[src/source/mmio_defines.svh]
`ifndef MMIO_DEFINES_SVH
`define MMIO_DEFINES_SVH

// data path and address width.
`define MMIO_XLEN 32

`define MMIO_RAM_WORDS 256

// uart bit time, short for simulation.
`define MMIO_CLKS_PER_BIT 4

// address map.
`define MMIO_UART_TX_ADDR 32'h1000_0000
`define MMIO_UART_RX_ADDR 32'h1000_0010
`define MMIO_CLINT_BASE 32'h0200_0000
`define MMIO_RAM_BASE 32'h8000_0000

`endif
[src/source/mmio_pkg.sv]
`default_nettype none
`include "mmio_defines.svh"

package mmio_pkg;

    typedef struct packed {
        logic                      valid;
        logic [`MMIO_XLEN-1:0]     addr;
        logic                      wen;
        logic [`MMIO_XLEN-1:0]     wdata;
        logic [`MMIO_XLEN/8-1:0]   wmask; // one bit per byte lane.
    } mmio_req_t;

    typedef struct packed {
        logic                  valid;
        logic [`MMIO_XLEN-1:0] rdata;
        logic                  error;
    } mmio_resp_t;

    typedef enum logic [1:0] {
        IDLE,
        WAIT_READY,
        WAIT_VALID
    } ctrl_state_e;

    // decoded destination of a request.
    typedef enum logic [1:0] {
        TGT_MEM,
        TGT_UART_TX,
        TGT_UART_RX,
        TGT_CLINT
    } target_e;

endpackage

`default_nettype wire

[src/source/mmio_ctrl.sv]
`default_nettype none
`include "mmio_defines.svh"

module mmio_ctrl (
    input  wire                      clk,
    input  wire                      reset,
    input  wire mmio_pkg::mmio_req_t dreq,
    output logic                     dreq_ready,
    output mmio_pkg::mmio_resp_t     dresp,
    output mmio_pkg::mmio_req_t      ram_req,
    input  wire                      ram_ready,
    input  wire mmio_pkg::mmio_resp_t ram_resp,
    input  wire                      uart_rx,
    output logic                     uart_tx,
    output logic                     uart_rx_pending,
    output logic                     mti_pending
);
    localparam logic [`MMIO_XLEN-1:0] WIN_MASK = {{(`MMIO_XLEN-4){1'b1}}, 4'h0};

    mmio_pkg::ctrl_state_e state;
    mmio_pkg::mmio_req_t   s_req;
    mmio_pkg::target_e     s_tgt;
    mmio_pkg::target_e     new_tgt;
    mmio_pkg::target_e     cur_tgt;
    mmio_pkg::mmio_req_t   cur_req;
    mmio_pkg::mmio_req_t   tgt_req;
    mmio_pkg::mmio_resp_t  sel_resp;
    mmio_pkg::mmio_resp_t  tx_resp;
    mmio_pkg::mmio_resp_t  rx_resp;
    mmio_pkg::mmio_resp_t  clint_resp;
    logic                  s_valid;
    logic                  issue;
    logic                  cur_ready;
    logic                  ram_sel;
    logic                  tx_sel;
    logic                  rx_sel;
    logic                  clint_sel;
    logic                  tx_ready;
    logic                  rx_ready;
    logic                  clint_ready;

    function automatic mmio_pkg::target_e decode(input logic [`MMIO_XLEN-1:0] addr);
        if ((addr & WIN_MASK) == `MMIO_UART_TX_ADDR) return mmio_pkg::TGT_UART_TX;
        if ((addr & WIN_MASK) == `MMIO_UART_RX_ADDR) return mmio_pkg::TGT_UART_RX;
        if ((addr & WIN_MASK) == `MMIO_CLINT_BASE) return mmio_pkg::TGT_CLINT;
        return mmio_pkg::TGT_MEM; // everything else falls to memory.
    endfunction

    function automatic logic [`MMIO_XLEN-1:0] base_of(input mmio_pkg::target_e tgt);
        case (tgt)
            mmio_pkg::TGT_UART_TX: return `MMIO_UART_TX_ADDR;
            mmio_pkg::TGT_UART_RX: return `MMIO_UART_RX_ADDR;
            mmio_pkg::TGT_CLINT:   return `MMIO_CLINT_BASE;
            default:               return `MMIO_RAM_BASE;
        endcase
    endfunction

    // response stage.
    always_comb begin
        case (s_tgt)
            mmio_pkg::TGT_UART_TX: sel_resp = tx_resp;
            mmio_pkg::TGT_UART_RX: sel_resp = rx_resp;
            mmio_pkg::TGT_CLINT:   sel_resp = clint_resp;
            default:               sel_resp = ram_resp;
        endcase
        s_valid = (state == mmio_pkg::WAIT_VALID) && sel_resp.valid;
        dreq_ready = (state == mmio_pkg::IDLE) || s_valid; // next request rides on the response.
        dresp = sel_resp;
        dresp.valid = s_valid;
    end

    // issue stage.
    always_comb begin
        new_tgt = decode(dreq.addr);
        if (state == mmio_pkg::WAIT_READY) begin
            cur_req = s_req;
            cur_tgt = s_tgt;
        end else begin
            cur_req = dreq;
            cur_tgt = new_tgt;
        end
        issue = (state == mmio_pkg::WAIT_READY) || (dreq_ready && dreq.valid);
        tgt_req = cur_req;
        tgt_req.valid = issue;
        tgt_req.addr = cur_req.addr - base_of(cur_tgt); // offset within the window.
        ram_sel   = issue && (cur_tgt == mmio_pkg::TGT_MEM);
        tx_sel    = issue && (cur_tgt == mmio_pkg::TGT_UART_TX);
        rx_sel    = issue && (cur_tgt == mmio_pkg::TGT_UART_RX);
        clint_sel = issue && (cur_tgt == mmio_pkg::TGT_CLINT);
        ram_req = tgt_req;
        ram_req.valid = ram_sel;
    end

    always_comb begin
        case (cur_tgt)
            mmio_pkg::TGT_UART_TX: cur_ready = tx_ready;
            mmio_pkg::TGT_UART_RX: cur_ready = rx_ready;
            mmio_pkg::TGT_CLINT:   cur_ready = clint_ready;
            default:               cur_ready = ram_ready;
        endcase
    end

    always_ff @(posedge clk) begin
        if (reset) begin
            state <= mmio_pkg::IDLE;
        end else begin
            case (state)
                mmio_pkg::WAIT_READY: if (cur_ready) state <= mmio_pkg::WAIT_VALID;
                default: if (dreq_ready) begin
                    if (!dreq.valid) state <= mmio_pkg::IDLE;
                    else if (cur_ready) state <= mmio_pkg::WAIT_VALID;
                    else state <= mmio_pkg::WAIT_READY;
                end
            endcase
        end
    end

    always_ff @(posedge clk) begin
        if (dreq_ready && dreq.valid) begin
            s_req <= dreq;
            s_tgt <= new_tgt;
        end
    end

    mmio_uart_tx u_uart_tx (
        .clk(clk), .reset(reset), .req(tgt_req), .sel(tx_sel),
        .ready(tx_ready), .resp(tx_resp), .uart_tx(uart_tx)
    );

    mmio_uart_rx u_uart_rx (
        .clk(clk), .reset(reset), .req(tgt_req), .sel(rx_sel),
        .ready(rx_ready), .resp(rx_resp), .uart_rx(uart_rx),
        .uart_rx_pending(uart_rx_pending)
    );

    mmio_clint u_clint (
        .clk(clk), .reset(reset), .req(tgt_req), .sel(clint_sel),
        .ready(clint_ready), .resp(clint_resp), .mti_pending(mti_pending)
    );

endmodule

`default_nettype wire

[src/source/mmio_clint.sv]
`default_nettype none
`include "mmio_defines.svh"

module mmio_clint (
    input  wire                      clk,
    input  wire                      reset,
    input  wire mmio_pkg::mmio_req_t req,
    input  wire                      sel,
    output logic                     ready,
    output mmio_pkg::mmio_resp_t     resp,
    output logic                     mti_pending
);
    logic [`MMIO_XLEN-1:0] mtime;
    logic [`MMIO_XLEN-1:0] mtimecmp;
    logic [`MMIO_XLEN-1:0] rdata_q;
    logic                  resp_valid;
    logic                  is_cmp;
    logic                  wr_time;
    logic                  wr_cmp;

    assign ready       = 1'b1;
    assign is_cmp      = (req.addr[3:0] == 4'h8);
    assign wr_time     = sel && req.wen && (req.addr[3:0] == 4'h0);
    assign wr_cmp      = sel && req.wen && is_cmp;
    assign mti_pending = (mtime >= mtimecmp);
    assign resp        = '{valid: resp_valid, rdata: rdata_q, error: 1'b0};

    always_ff @(posedge clk) begin
        if (reset) begin
            mtime      <= '0;
            mtimecmp   <= '1;
            resp_valid <= 1'b0;
        end else begin
            resp_valid <= sel;
            if (wr_time) mtime <= req.wdata; // a write replaces this cycle's increment.
            else mtime <= mtime + 1'b1;
            if (wr_cmp) mtimecmp <= req.wdata;
        end
    end

    always_ff @(posedge clk) begin
        rdata_q <= is_cmp ? mtimecmp : mtime;
    end

endmodule

`default_nettype wire

[src/source/mmio_uart_rx.sv]
`default_nettype none
`include "mmio_defines.svh"

module mmio_uart_rx (
    input  wire                      clk,
    input  wire                      reset,
    input  wire mmio_pkg::mmio_req_t req,
    input  wire                      sel,
    output logic                     ready,
    output mmio_pkg::mmio_resp_t     resp,
    input  wire                      uart_rx,
    output logic                     uart_rx_pending
);
    localparam int TICK_W = $clog2(`MMIO_CLKS_PER_BIT);

    logic [1:0]            sync;
    logic                  rx_s;
    logic                  active;
    logic [TICK_W-1:0]     tick;
    logic [3:0]            bit_cnt;
    logic                  sample;
    logic                  byte_done;
    logic [7:0]            shift;
    logic [7:0]            hold;
    logic                  pending;
    logic                  resp_valid;
    logic [`MMIO_XLEN-1:0] rdata_q;

    assign ready           = 1'b1;
    assign rx_s            = sync[1];
    assign sample          = active && (tick == '0);
    assign byte_done       = sample && (bit_cnt == 4'd9) && rx_s; // stop bit must be high.
    assign uart_rx_pending = pending;
    assign resp            = '{valid: resp_valid, rdata: rdata_q, error: 1'b0};

    always_ff @(posedge clk) begin
        if (reset) sync <= 2'b11;
        else sync <= {sync[0], uart_rx};
    end

    always_ff @(posedge clk) begin
        if (reset) begin
            active  <= 1'b0;
            tick    <= '0;
            bit_cnt <= '0;
        end else if (!active) begin
            if (!rx_s) begin
                active  <= 1'b1;
                tick    <= TICK_W'(`MMIO_CLKS_PER_BIT / 2 - 1); // land mid start bit.
                bit_cnt <= '0;
            end
        end else if (tick != '0) begin
            tick <= tick - 1'b1;
        end else begin
            tick    <= TICK_W'(`MMIO_CLKS_PER_BIT - 1);
            bit_cnt <= bit_cnt + 4'd1;
            if ((bit_cnt == 4'd0 && rx_s) || bit_cnt == 4'd9) active <= 1'b0;
        end
    end

    always_ff @(posedge clk) begin
        if (sample && bit_cnt >= 4'd1 && bit_cnt <= 4'd8) shift <= {rx_s, shift[7:1]};
        if (byte_done) hold <= shift;
    end

    always_ff @(posedge clk) begin
        if (reset) begin
            pending    <= 1'b0;
            resp_valid <= 1'b0;
        end else begin
            resp_valid <= sel;
            if (byte_done) pending <= 1'b1; // new byte wins over a read.
            else if (sel && !req.wen) pending <= 1'b0;
        end
    end

    always_ff @(posedge clk) begin
        rdata_q <= {{(`MMIO_XLEN-9){1'b0}}, pending, hold};
    end

endmodule

`default_nettype wire

[src/source/mmio_uart_tx.sv]
`default_nettype none
`include "mmio_defines.svh"

module mmio_uart_tx (
    input  wire                      clk,
    input  wire                      reset,
    input  wire mmio_pkg::mmio_req_t req,
    input  wire                      sel,
    output logic                     ready,
    output mmio_pkg::mmio_resp_t     resp,
    output logic                     uart_tx
);
    localparam int TICK_W = $clog2(`MMIO_CLKS_PER_BIT);

    logic                  busy;
    logic [9:0]            shift;   // stop, data, start.
    logic [TICK_W-1:0]     tick;
    logic [3:0]            bit_cnt;
    logic                  accept;
    logic                  resp_valid;
    logic [`MMIO_XLEN-1:0] rdata_q;

    assign ready   = !(busy && req.wen); // reads never stall.
    assign accept  = sel && ready;
    assign uart_tx = shift[0];
    assign resp    = '{valid: resp_valid, rdata: rdata_q, error: 1'b0};

    always_ff @(posedge clk) begin
        if (reset) begin
            busy    <= 1'b0;
            shift   <= '1;
            tick    <= '0;
            bit_cnt <= '0;
        end else if (accept && req.wen) begin
            busy    <= 1'b1;
            shift   <= {1'b1, req.wdata[7:0], 1'b0};
            tick    <= '0;
            bit_cnt <= '0;
        end else if (busy) begin
            if (tick == TICK_W'(`MMIO_CLKS_PER_BIT - 1)) begin
                tick  <= '0;
                shift <= {1'b1, shift[9:1]}; // line rests high after the stop bit.
                if (bit_cnt == 4'd9) busy <= 1'b0;
                else bit_cnt <= bit_cnt + 4'd1;
            end else begin
                tick <= tick + 1'b1;
            end
        end
    end

    always_ff @(posedge clk) begin
        if (reset) resp_valid <= 1'b0;
        else resp_valid <= accept;
    end

    always_ff @(posedge clk) begin
        rdata_q <= {{(`MMIO_XLEN-1){1'b0}}, busy};
    end

endmodule

`default_nettype wire

[config.mk]
export PLATFORM = sky130hd
export DESIGN_NAME = mmio_ctrl
export DESIGN_NICKNAME = d
export VERILOG_FILES = /design/src/source/mmio_pkg.sv /design/src/source/mmio_ctrl.sv /design/src/source/mmio_clint.sv /design/src/source/mmio_uart_rx.sv /design/src/source/mmio_uart_tx.sv
export VERILOG_INCLUDE_DIRS = /design/src /design/src/source
export SDC_FILE = /design/constraint.sdc
export NUM_CORES = 1
export LEC_CHECK = 0
export BUFFER_PORTS_ARGS = -buffer_cell sky130_fd_sc_hd__buf_2
export CORE_MARGIN = 10
export CORE_UTILIZATION = 55
export DETAILED_ROUTE_END_ITERATION = 6
export PLACE_DENSITY_LB_ADDON = 0.25
export SETUP_SLACK_MARGIN = 0.1
export SLEW_MARGIN = 20
export SYNTH_ARGS = -nofsm -noshare
export SYNTH_HDL_FRONTEND = slang
export SYNTH_SLANG_ARGS = --single-unit
[constraint.sdc]
create_clock -name clk -period 5.1 [get_ports clk]
set_clock_uncertainty 0.05 [all_clocks]
set_input_delay 1.02 -clock clk [delete_from_list [all_inputs] [get_ports clk]]
set_output_delay 1.02 -clock clk [all_outputs]
set_load 0.02 [all_outputs]
==> qor.txt, run 1 <==
Post-synth EDFFs -> 87
CP Max Fanout -> 7
post-synthesis average cell area -> 10.0 um2
Slew @ Worst Pin -> 1.04 ns
Fillers -> 1616
CTS tree -> built
vias in the first global route -> 8888
DRC viols -> 0
worst hold slack -> 0.292 ns
leakage -> 0.00600 uW
Hold-fix buffers, CTS -> 0
area delta synth->final -> 20.5%
hold path start -> u_uart_rx.hold[2]
clock slew at reported path FFs -> 0.06 ns
die area -> 0.0266 mm2
Clock Sink Count -> 224
final core utilization -> 67.2%
pwr dens -> 325 mW/mm2
Synth Flop Type -> dfxtp_1
Pwr Total -> 4400 uW
sequential fraction of the synthesis area -> 47.6%
WP data arrival -> 3.87 ns
setup ws final -> 0.164 ns
layout cells sized above 1 -> 27.9%
Slew headroom -> 30.8%
vias per cell -> 5.53
WS Path Type -> input port to output pin
first-pass GRT wire length -> 46500 um
Final Hold Fails -> 0
Syn. warnings -> 0
start point of the critical path -> dreq[58]
gpl congestion -> 0.871
ANT nets after route -> 0
final HPWL from detailed placement -> 20600 um
drt first-iter violations -> 624
Max Clk Rate -> 0.203 GHz
# Max-Cap Violations -> 0
grt total ovfl -> 0
unrepaired setup endpoints after global routing -> true
Hold Crit Class -> register to register
register bit total from synthesis -> 224
Buffers on Ports -> 215
CP Capture Type -> output pin
Critical Path RT -> 4.03 ns
Post-Syn Nets -> 1282
Finish-stage setup viols -> 0
row count -> 52
crit share post-route -> 96.8%
Top Ports -> 216
largest net degree at the start of global routing -> 72
Cell Area, Synth -> 0.0112 mm2
cell count after synthesis -> 1123
Synth cell types -> 63
Die X -> 163 um
TritonCTS Buffers -> 24
status -> completed
Routed wire per std cell -> 18.2 um
fin crit period -> 4.94 ns
crit path launch type -> input port
Post-synth ARST share -> 0%
Initial Util -> 55.7%
drt total wl -> 29600 um
Die Span Y -> 163 um
Nets -> 1494
Final Max Tran Viols -> 0
Skew-Pair Late Insertion Delay -> 0.53 ns
detailed-route via count -> 9002
Finished Layout Cells -> 1627
total track usage -> 21.2%
placed instance count -> 1578
initial antenna violation count -> 4
Root Driver -> clkbuf_16
first-pass iteration count of the detailed router -> 5
core area -> 0.0202 mm2
Place WS -> -0.104 ns
Peak VDD IR -> 0.000322 V
Clock Tree Buf Depth -> 3
FF-to-FF Start -> state[0]
CTS HTree Levels -> 1
## final cells by class
type / count / area, um2 / share of cell area [%]
flip-flops and latches: 224 / 5360 / 39.5
clock buffers: 30 / 653 / 4.82
repair buffers: 245 / 1310 / 9.68
clock inverters: 14 / 166 / 1.23
multi-input cells: 789 / 5520 / 40.8
inverters: 51 / 191 / 1.41
well taps: 270 / 338 / 2.49
diodes: 4 / 10.0 / 0.0739
## state kept, by name (all words and copies together) (netlist names), 2 cells and up
| signal | count |
|---|---|
| s_req | 69 |
| s_tgt | 2 |
| state | 2 |
| u_clint.mtime | 32 |
| u_clint.mtimecmp | 32 |
| u_clint.rdata_q | 32 |
| u_uart_rx.bit_cnt | 4 |
| u_uart_rx.hold | 8 |
| u_uart_rx.rdata_q | 9 |
| u_uart_rx.shift | 8 |
| u_uart_rx.sync | 2 |
| u_uart_rx.tick | 2 |
| u_uart_tx.bit_cnt | 4 |
| u_uart_tx.shift | 9 |
| u_uart_tx.tick | 2 |
## metrics by stage
step                      TNS (ns)  cell area (um2)
final                            0            13500
after global routing             0            13500
after CTS                        0            13500
after detailed placement    -0.272            12600
after global placement     -0.0357            12600
after floorplan                  0            11200
## layer usage
| metal | GRT usage (%) | part of all wire, % |
|---|---|---|
| met5 | 0 | 0 |
| met4 | 6.31 | 2.3 |
| met1 | 27.5 | 44 |
| met3 | 4.17 | 5.8 |
| met2 | 35.1 | 48 |
## power by group
part	internal (uW)	leakage [uW]	switching, uW	total [uW]
logic	232	0.00366	402	634
clock network	1070	0.000408	723	1790
registers	1940	0.00194	38.8	1980
total	3240	0.00600	1160	4400
## synth_stat cells (all sizes together), types with 25 or more instances
cell type / count / area [um2]
inv: 51 / 191
buf: 25 / 163
dfxtp: 137 / 2740
nand2: 167 / 627
ha: 51 / 638
xnor2: 33 / 289
xor2: 29 / 254
nor2: 78 / 293
a22o: 31 / 272
mux2: 46 / 518
nor3: 30 / 150
a211o: 33 / 289
edfxtp: 87 / 2610
a21oi: 29 / 156
nand3: 32 / 170
mux2i: 33 / 347
a211oi: 35 / 268
nor2b: 42 / 265
clkbuf: 34 / 128
## placed cells by master (no fill, tap or decap), types with 41 or more instances in the layout
cell type  count
nand2_1      165
nor2b_1       41
edfxtp_1      87
nor2_1        72
dfxtp_1      137
buf_2        211
ha_1          49
mux2_2        45
inv_1         50
## worst paths after layout
path | end | slack, ns | cells past startpoint
worst max-delay path | ram_req[67] | 0.16 | 14
worst min-delay path | u_uart_rx.rdata_q[2] | 0.29 | 0
worst max register to register | u_clint.mtimecmp[14] | 1.73 | 8
worst min register to register | u_uart_rx.rdata_q[2] | 0.29 | 0
## cell families (layout without fill, tap and decap cells)
group,after synthesis,count (layout),share of synthesized area (%)
AND/OR/NAND/NOR,420,420,17.7
flip-flops,224,224,47.6
AO/OA/AOI/OAI,175,175,11.8
buffers and inverters,110,340,4.28
multiplexers,81,81,8.09
XOR/XNOR,62,62,4.83
adder cells (fa/ha/maj),51,51,5.68
other,0,4,0
## worst max-delay path, cell delays in order
cell	delay [ns]
buf_2	0.11
or3_4	0.41
nor3_4	0.19
nand2_2	0.10
a21oi_2	0.15
mux2_2	0.23
ha_1	0.17
ha_1	0.21
ha_1	0.21
nand2_2	0.13
or4_4	0.45
a21boi_2	0.17
xnor2_1	0.15
buf_4	0.17
## what timing repair did
action,4_1_cts,5_1_grt
buffers inserted,1,0
resized for setup,14,18
pin swaps,5,8
setup endpoints to repair,4,14
No activity file was read; power rests on OpenSTA's default activity.
==> inputs of run 2 (changes only) <==
==> constraint.sdc (replaced) <==
create_clock -name clk -period 5.1 [get_ports clk]
set_clock_uncertainty 0.05 [all_clocks]
set_input_delay 1.02 -clock clk [delete_from_list [all_inputs] [get_ports clk]]
set_output_delay 1.02 -clock clk [all_outputs]
set_load 0.01 [all_outputs]
==> qor.txt, run 2 (same netlist as run 1, synthesis figures left out) <==
max reg flops -> 69
area of placed instances -> 0.0126 mm2
Top Ports -> 216
detailed-route via count -> 9066
first-pass GRT wire length -> 46600 um
Initial Util -> 55.7%
Clock Sink Count -> 224
Buffers on Ports -> 215
Routed wire per std cell -> 18.3 um
gpl congestion -> 0.870
most common cell after layout, fill and taps aside -> buf_2
Slew @ Worst Pin -> 1.08 ns
pwr dens -> 321 mW/mm2
# Max-Cap Violations -> 0
WS Path Type -> input port to output pin
fin crit period -> 4.91 ns
first-pass iteration count of the detailed router -> 5
FF-to-FF Start -> state[1]
ANT nets after route -> 0
vias per cell -> 5.59
core area -> 0.0202 mm2
row count -> 52
drt first-iter violations -> 568
vias in the first global route -> 8768
placed instance count -> 1575
crit share post-route -> 96.2%
setup ws final -> 0.194 ns
commonest non-fill, non-tap cells in the layout -> buf_2 (215), nand2_1 (165), dfxtp_1 (137), edfxtp_1 (87), nor2_1 (73)
Die X -> 163 um
post-route cell area -> 0.0136 mm2
DRC viols -> 0
CP Capture Type -> output pin
unrepaired setup endpoints after global routing -> true
final core utilization -> 67.3%
Final Max Tran Viols -> 0
Max Clk Rate -> 0.204 GHz
crit path launch type -> input port
largest register by flop count -> s_req
CTS tree -> built
Hold Path Sink -> u_uart_rx.rdata_q[4]
final HPWL from detailed placement -> 20500 um
TritonCTS Buffers -> 24
layout cells sized above 1 -> 27.7%
Root Driver -> clkbuf_16
CP Max Fanout -> 7
Final Hold Fails -> 0
Hold Crit Class -> register to register
leakage -> 0.00601 uW
largest net degree at the start of global routing -> 72
hold path start -> u_uart_rx.hold[4]
CTS HTree Levels -> 1
R2R Setup Slk -> 2.02 ns
Place WS -> -0.101 ns
status -> completed
Die Span Y -> 163 um
initial antenna violation count -> 3
Hold-fix buffers, CTS -> 0
Peak VDD IR -> 0.000261 V
WP data arrival -> 3.84 ns
Slew headroom -> 28.3%
R2R cell count -> 8
Critical Path RT -> 4.03 ns
die area -> 0.0266 mm2
drt total wl -> 29600 um
Clock Tree Buf Depth -> 3
worst hold slack -> 0.290 ns
clock slew at reported path FFs -> 0.06 ns
start point of the critical path -> dreq[56]
grt total ovfl -> 0
area delta synth->final -> 20.7%
Nets -> 1491
Finish-stage setup viols -> 0
Finished Layout Cells -> 1622
hold path depth -> 0
reg2reg end -> u_clint.mtimecmp[2]
total track usage -> 21.3%
Skew-Pair Late Insertion Delay -> 0.51 ns
[run 2: changes by cell type in the layout (fill, tap and decap cells not counted), moves of 2 or more]
| cell | previous run | this run |
|---|---|---|
| buf_2 | 211 | 215 |
| diode_2 | 4 | 2 |
| nor2_4 | 1 | 3 |
| nor4_1 | 7 | 5 |
| ha_1 | 49 | 47 |
| inv_4 | 0 | 2 |
| nand2_2 | 2 | 0 |
| nor2_2 | 5 | 2 |
| nor4_2 | 1 | 3 |
| clkbuf_8 | 3 | 0 |
| clkbuf_16 | 24 | 26 |
| buf_4 | 34 | 27 |
| nand2_4 | 0 | 2 |
[run 2: timing repair]
item | CTS | global route
setup buffers | 0 | 1
pin swaps | 4 | 12
endpoints found under the setup margin | 6 | 19
resized for setup | 12 | 24
[run 2: power breakdown]
group / leakage (uW) / internal (uW) / switching, uW
Sequential: 0.00194 / 1940 / 38.5
Clock: 0.000409 / 1080 / 724
Combinational: 0.00367 / 228 / 338
Total: 0.00601 / 3250 / 1100
[run 2: area by class of cell]
class	instances	area [um2]
Clock inverter	16	169
Sequential cell	224	5360
Clock buffer	28	658
Inverter	51	191
Timing Repair Buffer	242	1280
Fill cell	1598	6600
Antenna cell	2	5.00
Multi-Input combinational cell	789	5570
Tap cell	270	338
[run 2: per-layer routing]
metal,vias up,global-route usage [%],share of wire [%],wire (um)
li1,4428,-,-,-
met1,4285,28.2,44,12900
met2,305,34.8,47,14000
met3,48,4.25,7.0,2080
met4,0,5.61,2.1,636
met5,-,0,0,0
[run 2: metrics by stage]
step,setup TNS (ns),power (uW)
global route,0,4520
finish,0,4350
CTS,0,4380
global placement,-0.0239,2560
detailed placement,-0.252,2570
floorplan,0,2330
[run 2: worst max-delay path by stage]
stage	to	slack, ns	depth (start not counted)
after floorplan	ram_req[66]	0.28	12
after global placement	ram_req[66]	-0.01	14
after detailed placement	ram_req[66]	-0.10	14
after CTS	ram_req[68]	0.11	14
after global routing	ram_req[67]	0.08	16
final	ram_req[67]	0.19	14
[run 2: critical path: stages]
cell and delay, ns:
buf_2 0.10, or3_4 0.41, nor3_4 0.24, nand2_4 0.09, a21oi_2 0.13, mux2_4 0.19
ha_1 0.15, ha_2 0.21, ha_4 0.17, nand2_4 0.09, or4_4 0.57, a21boi_2 0.16
xnor2_1 0.13, buf_2 0.16
==> inputs of run 3 (changes only) <==
--- a/config.mk
+++ b/config.mk
@@ -8,7 +8,7 @@
 export LEC_CHECK = 0
 export BUFFER_PORTS_ARGS = -buffer_cell sky130_fd_sc_hd__buf_2
 export CORE_MARGIN = 10
-export CORE_UTILIZATION = 55
+export CORE_UTILIZATION = 47
 export DETAILED_ROUTE_END_ITERATION = 6
 export PLACE_DENSITY_LB_ADDON = 0.25
 export SETUP_SLACK_MARGIN = 0.1
==> qor.txt, run 3 (same netlist as run 1, synthesis figures left out) <==
Finished Layout Cells -> 1685
max reg flops -> 69
multi-input logic area -> 0.00560 mm2
total track usage -> 18.9%
Peak VDD IR -> 0.000381 V
first-pass iteration count of the detailed router -> 4
pwr dens -> 315 mW/mm2
leakage -> 0.00604 uW
slowest cell on the critical path -> or4_4
CP delay by family, top -> simple AND/OR/NAND/NOR gates
layout cells sized above 1 -> 28.2%
Sequential cell area -> 0.00536 mm2
status -> completed
first-pass GRT wire length -> 48100 um
DRC viols -> 0
reg2reg end -> u_clint.mtimecmp[18]
gpl congestion -> 0.856
drt first-iter violations -> 538
Hold Crit Class -> register to register
crit path launch type -> input port
TritonCTS Buffers -> 26
# Max-Cap Violations -> 0
largest register by flop count -> s_req
Clock Sink Count -> 224
CTS tree -> built
Critical Path RT -> 4.03 ns
Routed wire per std cell -> 18.0 um
Finish-stage setup viols -> 0
FF-to-FF Start -> state[0]
Slew headroom -> 41.6%
hold path start -> u_uart_rx.hold[6]
largest net degree at the start of global routing -> 65
R2R cell count -> 8
initial antenna violation count -> 4
crit share post-route -> 95.3%
area delta synth->final -> 21.9%
R2R Setup Slk -> 1.86 ns
core area -> 0.0235 mm2
fin crit period -> 4.86 ns
row count -> 56
CP Max Fanout -> 4
Final Max Tran Viols -> 0
vias per cell -> 5.33
Max Clk Rate -> 0.206 GHz
vias in the first global route -> 8910
Buffers on Ports -> 215
clock slew at reported path FFs -> 0.06 ns
Fillers -> 2056
Hold-fix buffers, CTS -> 0
die area -> 0.0305 mm2
WS Path Type -> input port to output pin
commonest non-fill, non-tap cells in the layout -> buf_2 (215), nand2_1 (165), dfxtp_1 (137), edfxtp_1 (87), nor2_1 (72)
CP Capture Type -> output pin
Critical Path Max Stage Delay -> 0.44 ns
unrepaired setup endpoints after global routing -> false
placed instance count -> 1630
CTS HTree Levels -> 1
Final Hold Fails -> 0
grt total ovfl -> 0
WP data arrival -> 3.79 ns
Hold Path Sink -> u_uart_rx.rdata_q[6]
worst path cell trace -> buf_2 > or3_4 > nor3_4 > nand2_2 > nor3_4 > mux2_4 > ha_4 > inv_1 > ha_2 > or2_4 > or4_4 > a21oi_2 > xnor2_1 > buf_2
drt total wl -> 30400 um
Die Span Y -> 175 um
Top Ports -> 216
Clock Tree Buf Depth -> 3
final HPWL from detailed placement -> 21400 um
Nets -> 1501
Pwr Total -> 4310 uW
detailed-route via count -> 8980
Skew-Pair Late Insertion Delay -> 0.53 ns
WP buf/inv -> 3
Slew @ Worst Pin -> 0.876 ns
Root Driver -> clkbuf_16
ANT nets after route -> 0
Initial Util -> 47.9%
most common cell after layout, fill and taps aside -> buf_2
hold path depth -> 0
Die X -> 175 um
[run 3: cell types whose count changed in the layout (fill, tap and decap cells not counted), moves of 2 or more]
cell and change:
clkinv_1 +4, clkinv_2 +2, clkbuf_8 +3, buf_4 +8, inv_4 -2, bufinv_16 -2
clkinv_4 -2, ha_4 +2, diode_2 +2
[run 3: per-stage QoR]
stage | utilization [%] | setup WS [ns] | hold slack (ns) | cell area (um2) | setup TNS, ns
after floorplan | - | 0.283 | 0.273 | 11200 | 0
after global placement | 54.0 | -0.0549 | 0.275 | 12700 | -0.109
after detailed placement | 54.0 | -0.166 | 0.286 | 12700 | -0.398
after CTS | 58.2 | 0.121 | 0.299 | 13700 | 0
after global routing | 58.4 | 0.127 | 0.301 | 13700 | 0
final | 58.4 | 0.242 | 0.298 | 13700 | 0
[run 3: worst max path at each step]
stage | startpoint | endpoint | slack [ns] | depth (start not counted)
6_report | dreq[59] | ram_req[66] | 0.24 | 14
3_5_place_dp | dreq[44] | ram_req[66] | -0.17 | 16
4_1_cts | dreq[45] | ram_req[67] | 0.12 | 17
2_1_floorplan | dreq[56] | ram_req[66] | 0.28 | 12
5_1_grt | dreq[63] | ram_req[66] | 0.13 | 16
3_3_place_gp | dreq[44] | ram_req[68] | -0.05 | 16
[run 3: metal layers]
metal  vias up  GRT usage (%)  share of wire [%]
met4         0           5.12                2.2
met2       197           31.9                 48
met1      4308           24.4                 45
met5         -              0                  0
met3        40           3.43                4.7
li1       4435              -                  -
[run 3: where the power goes]
| group | internal (uW) | switching [uW] |
|---|---|---|
| registers | 1940 | 33.0 |
| clock network | 1030 | 737 |
| logic | 232 | 345 |
| total | 3200 | 1110 |
[run 3: cell type report]
cell class,instances,share of cell area [%]
Multi-Input combinational cell,789,40.8
Sequential cell,224,39.1
Timing Repair Buffer,250,9.77
Clock buffer,32,5.13
Tap cell,319,2.91
Inverter,51,1.40
Clock inverter,16,0.822
Antenna cell,4,0.0730
[run 3: timing repair]
action	in CTS	in global routing
gates cloned	0	0
buffers inserted	3	0
resized for setup	32	7
pin swaps	13	5
endpoints found under the setup margin	10	16
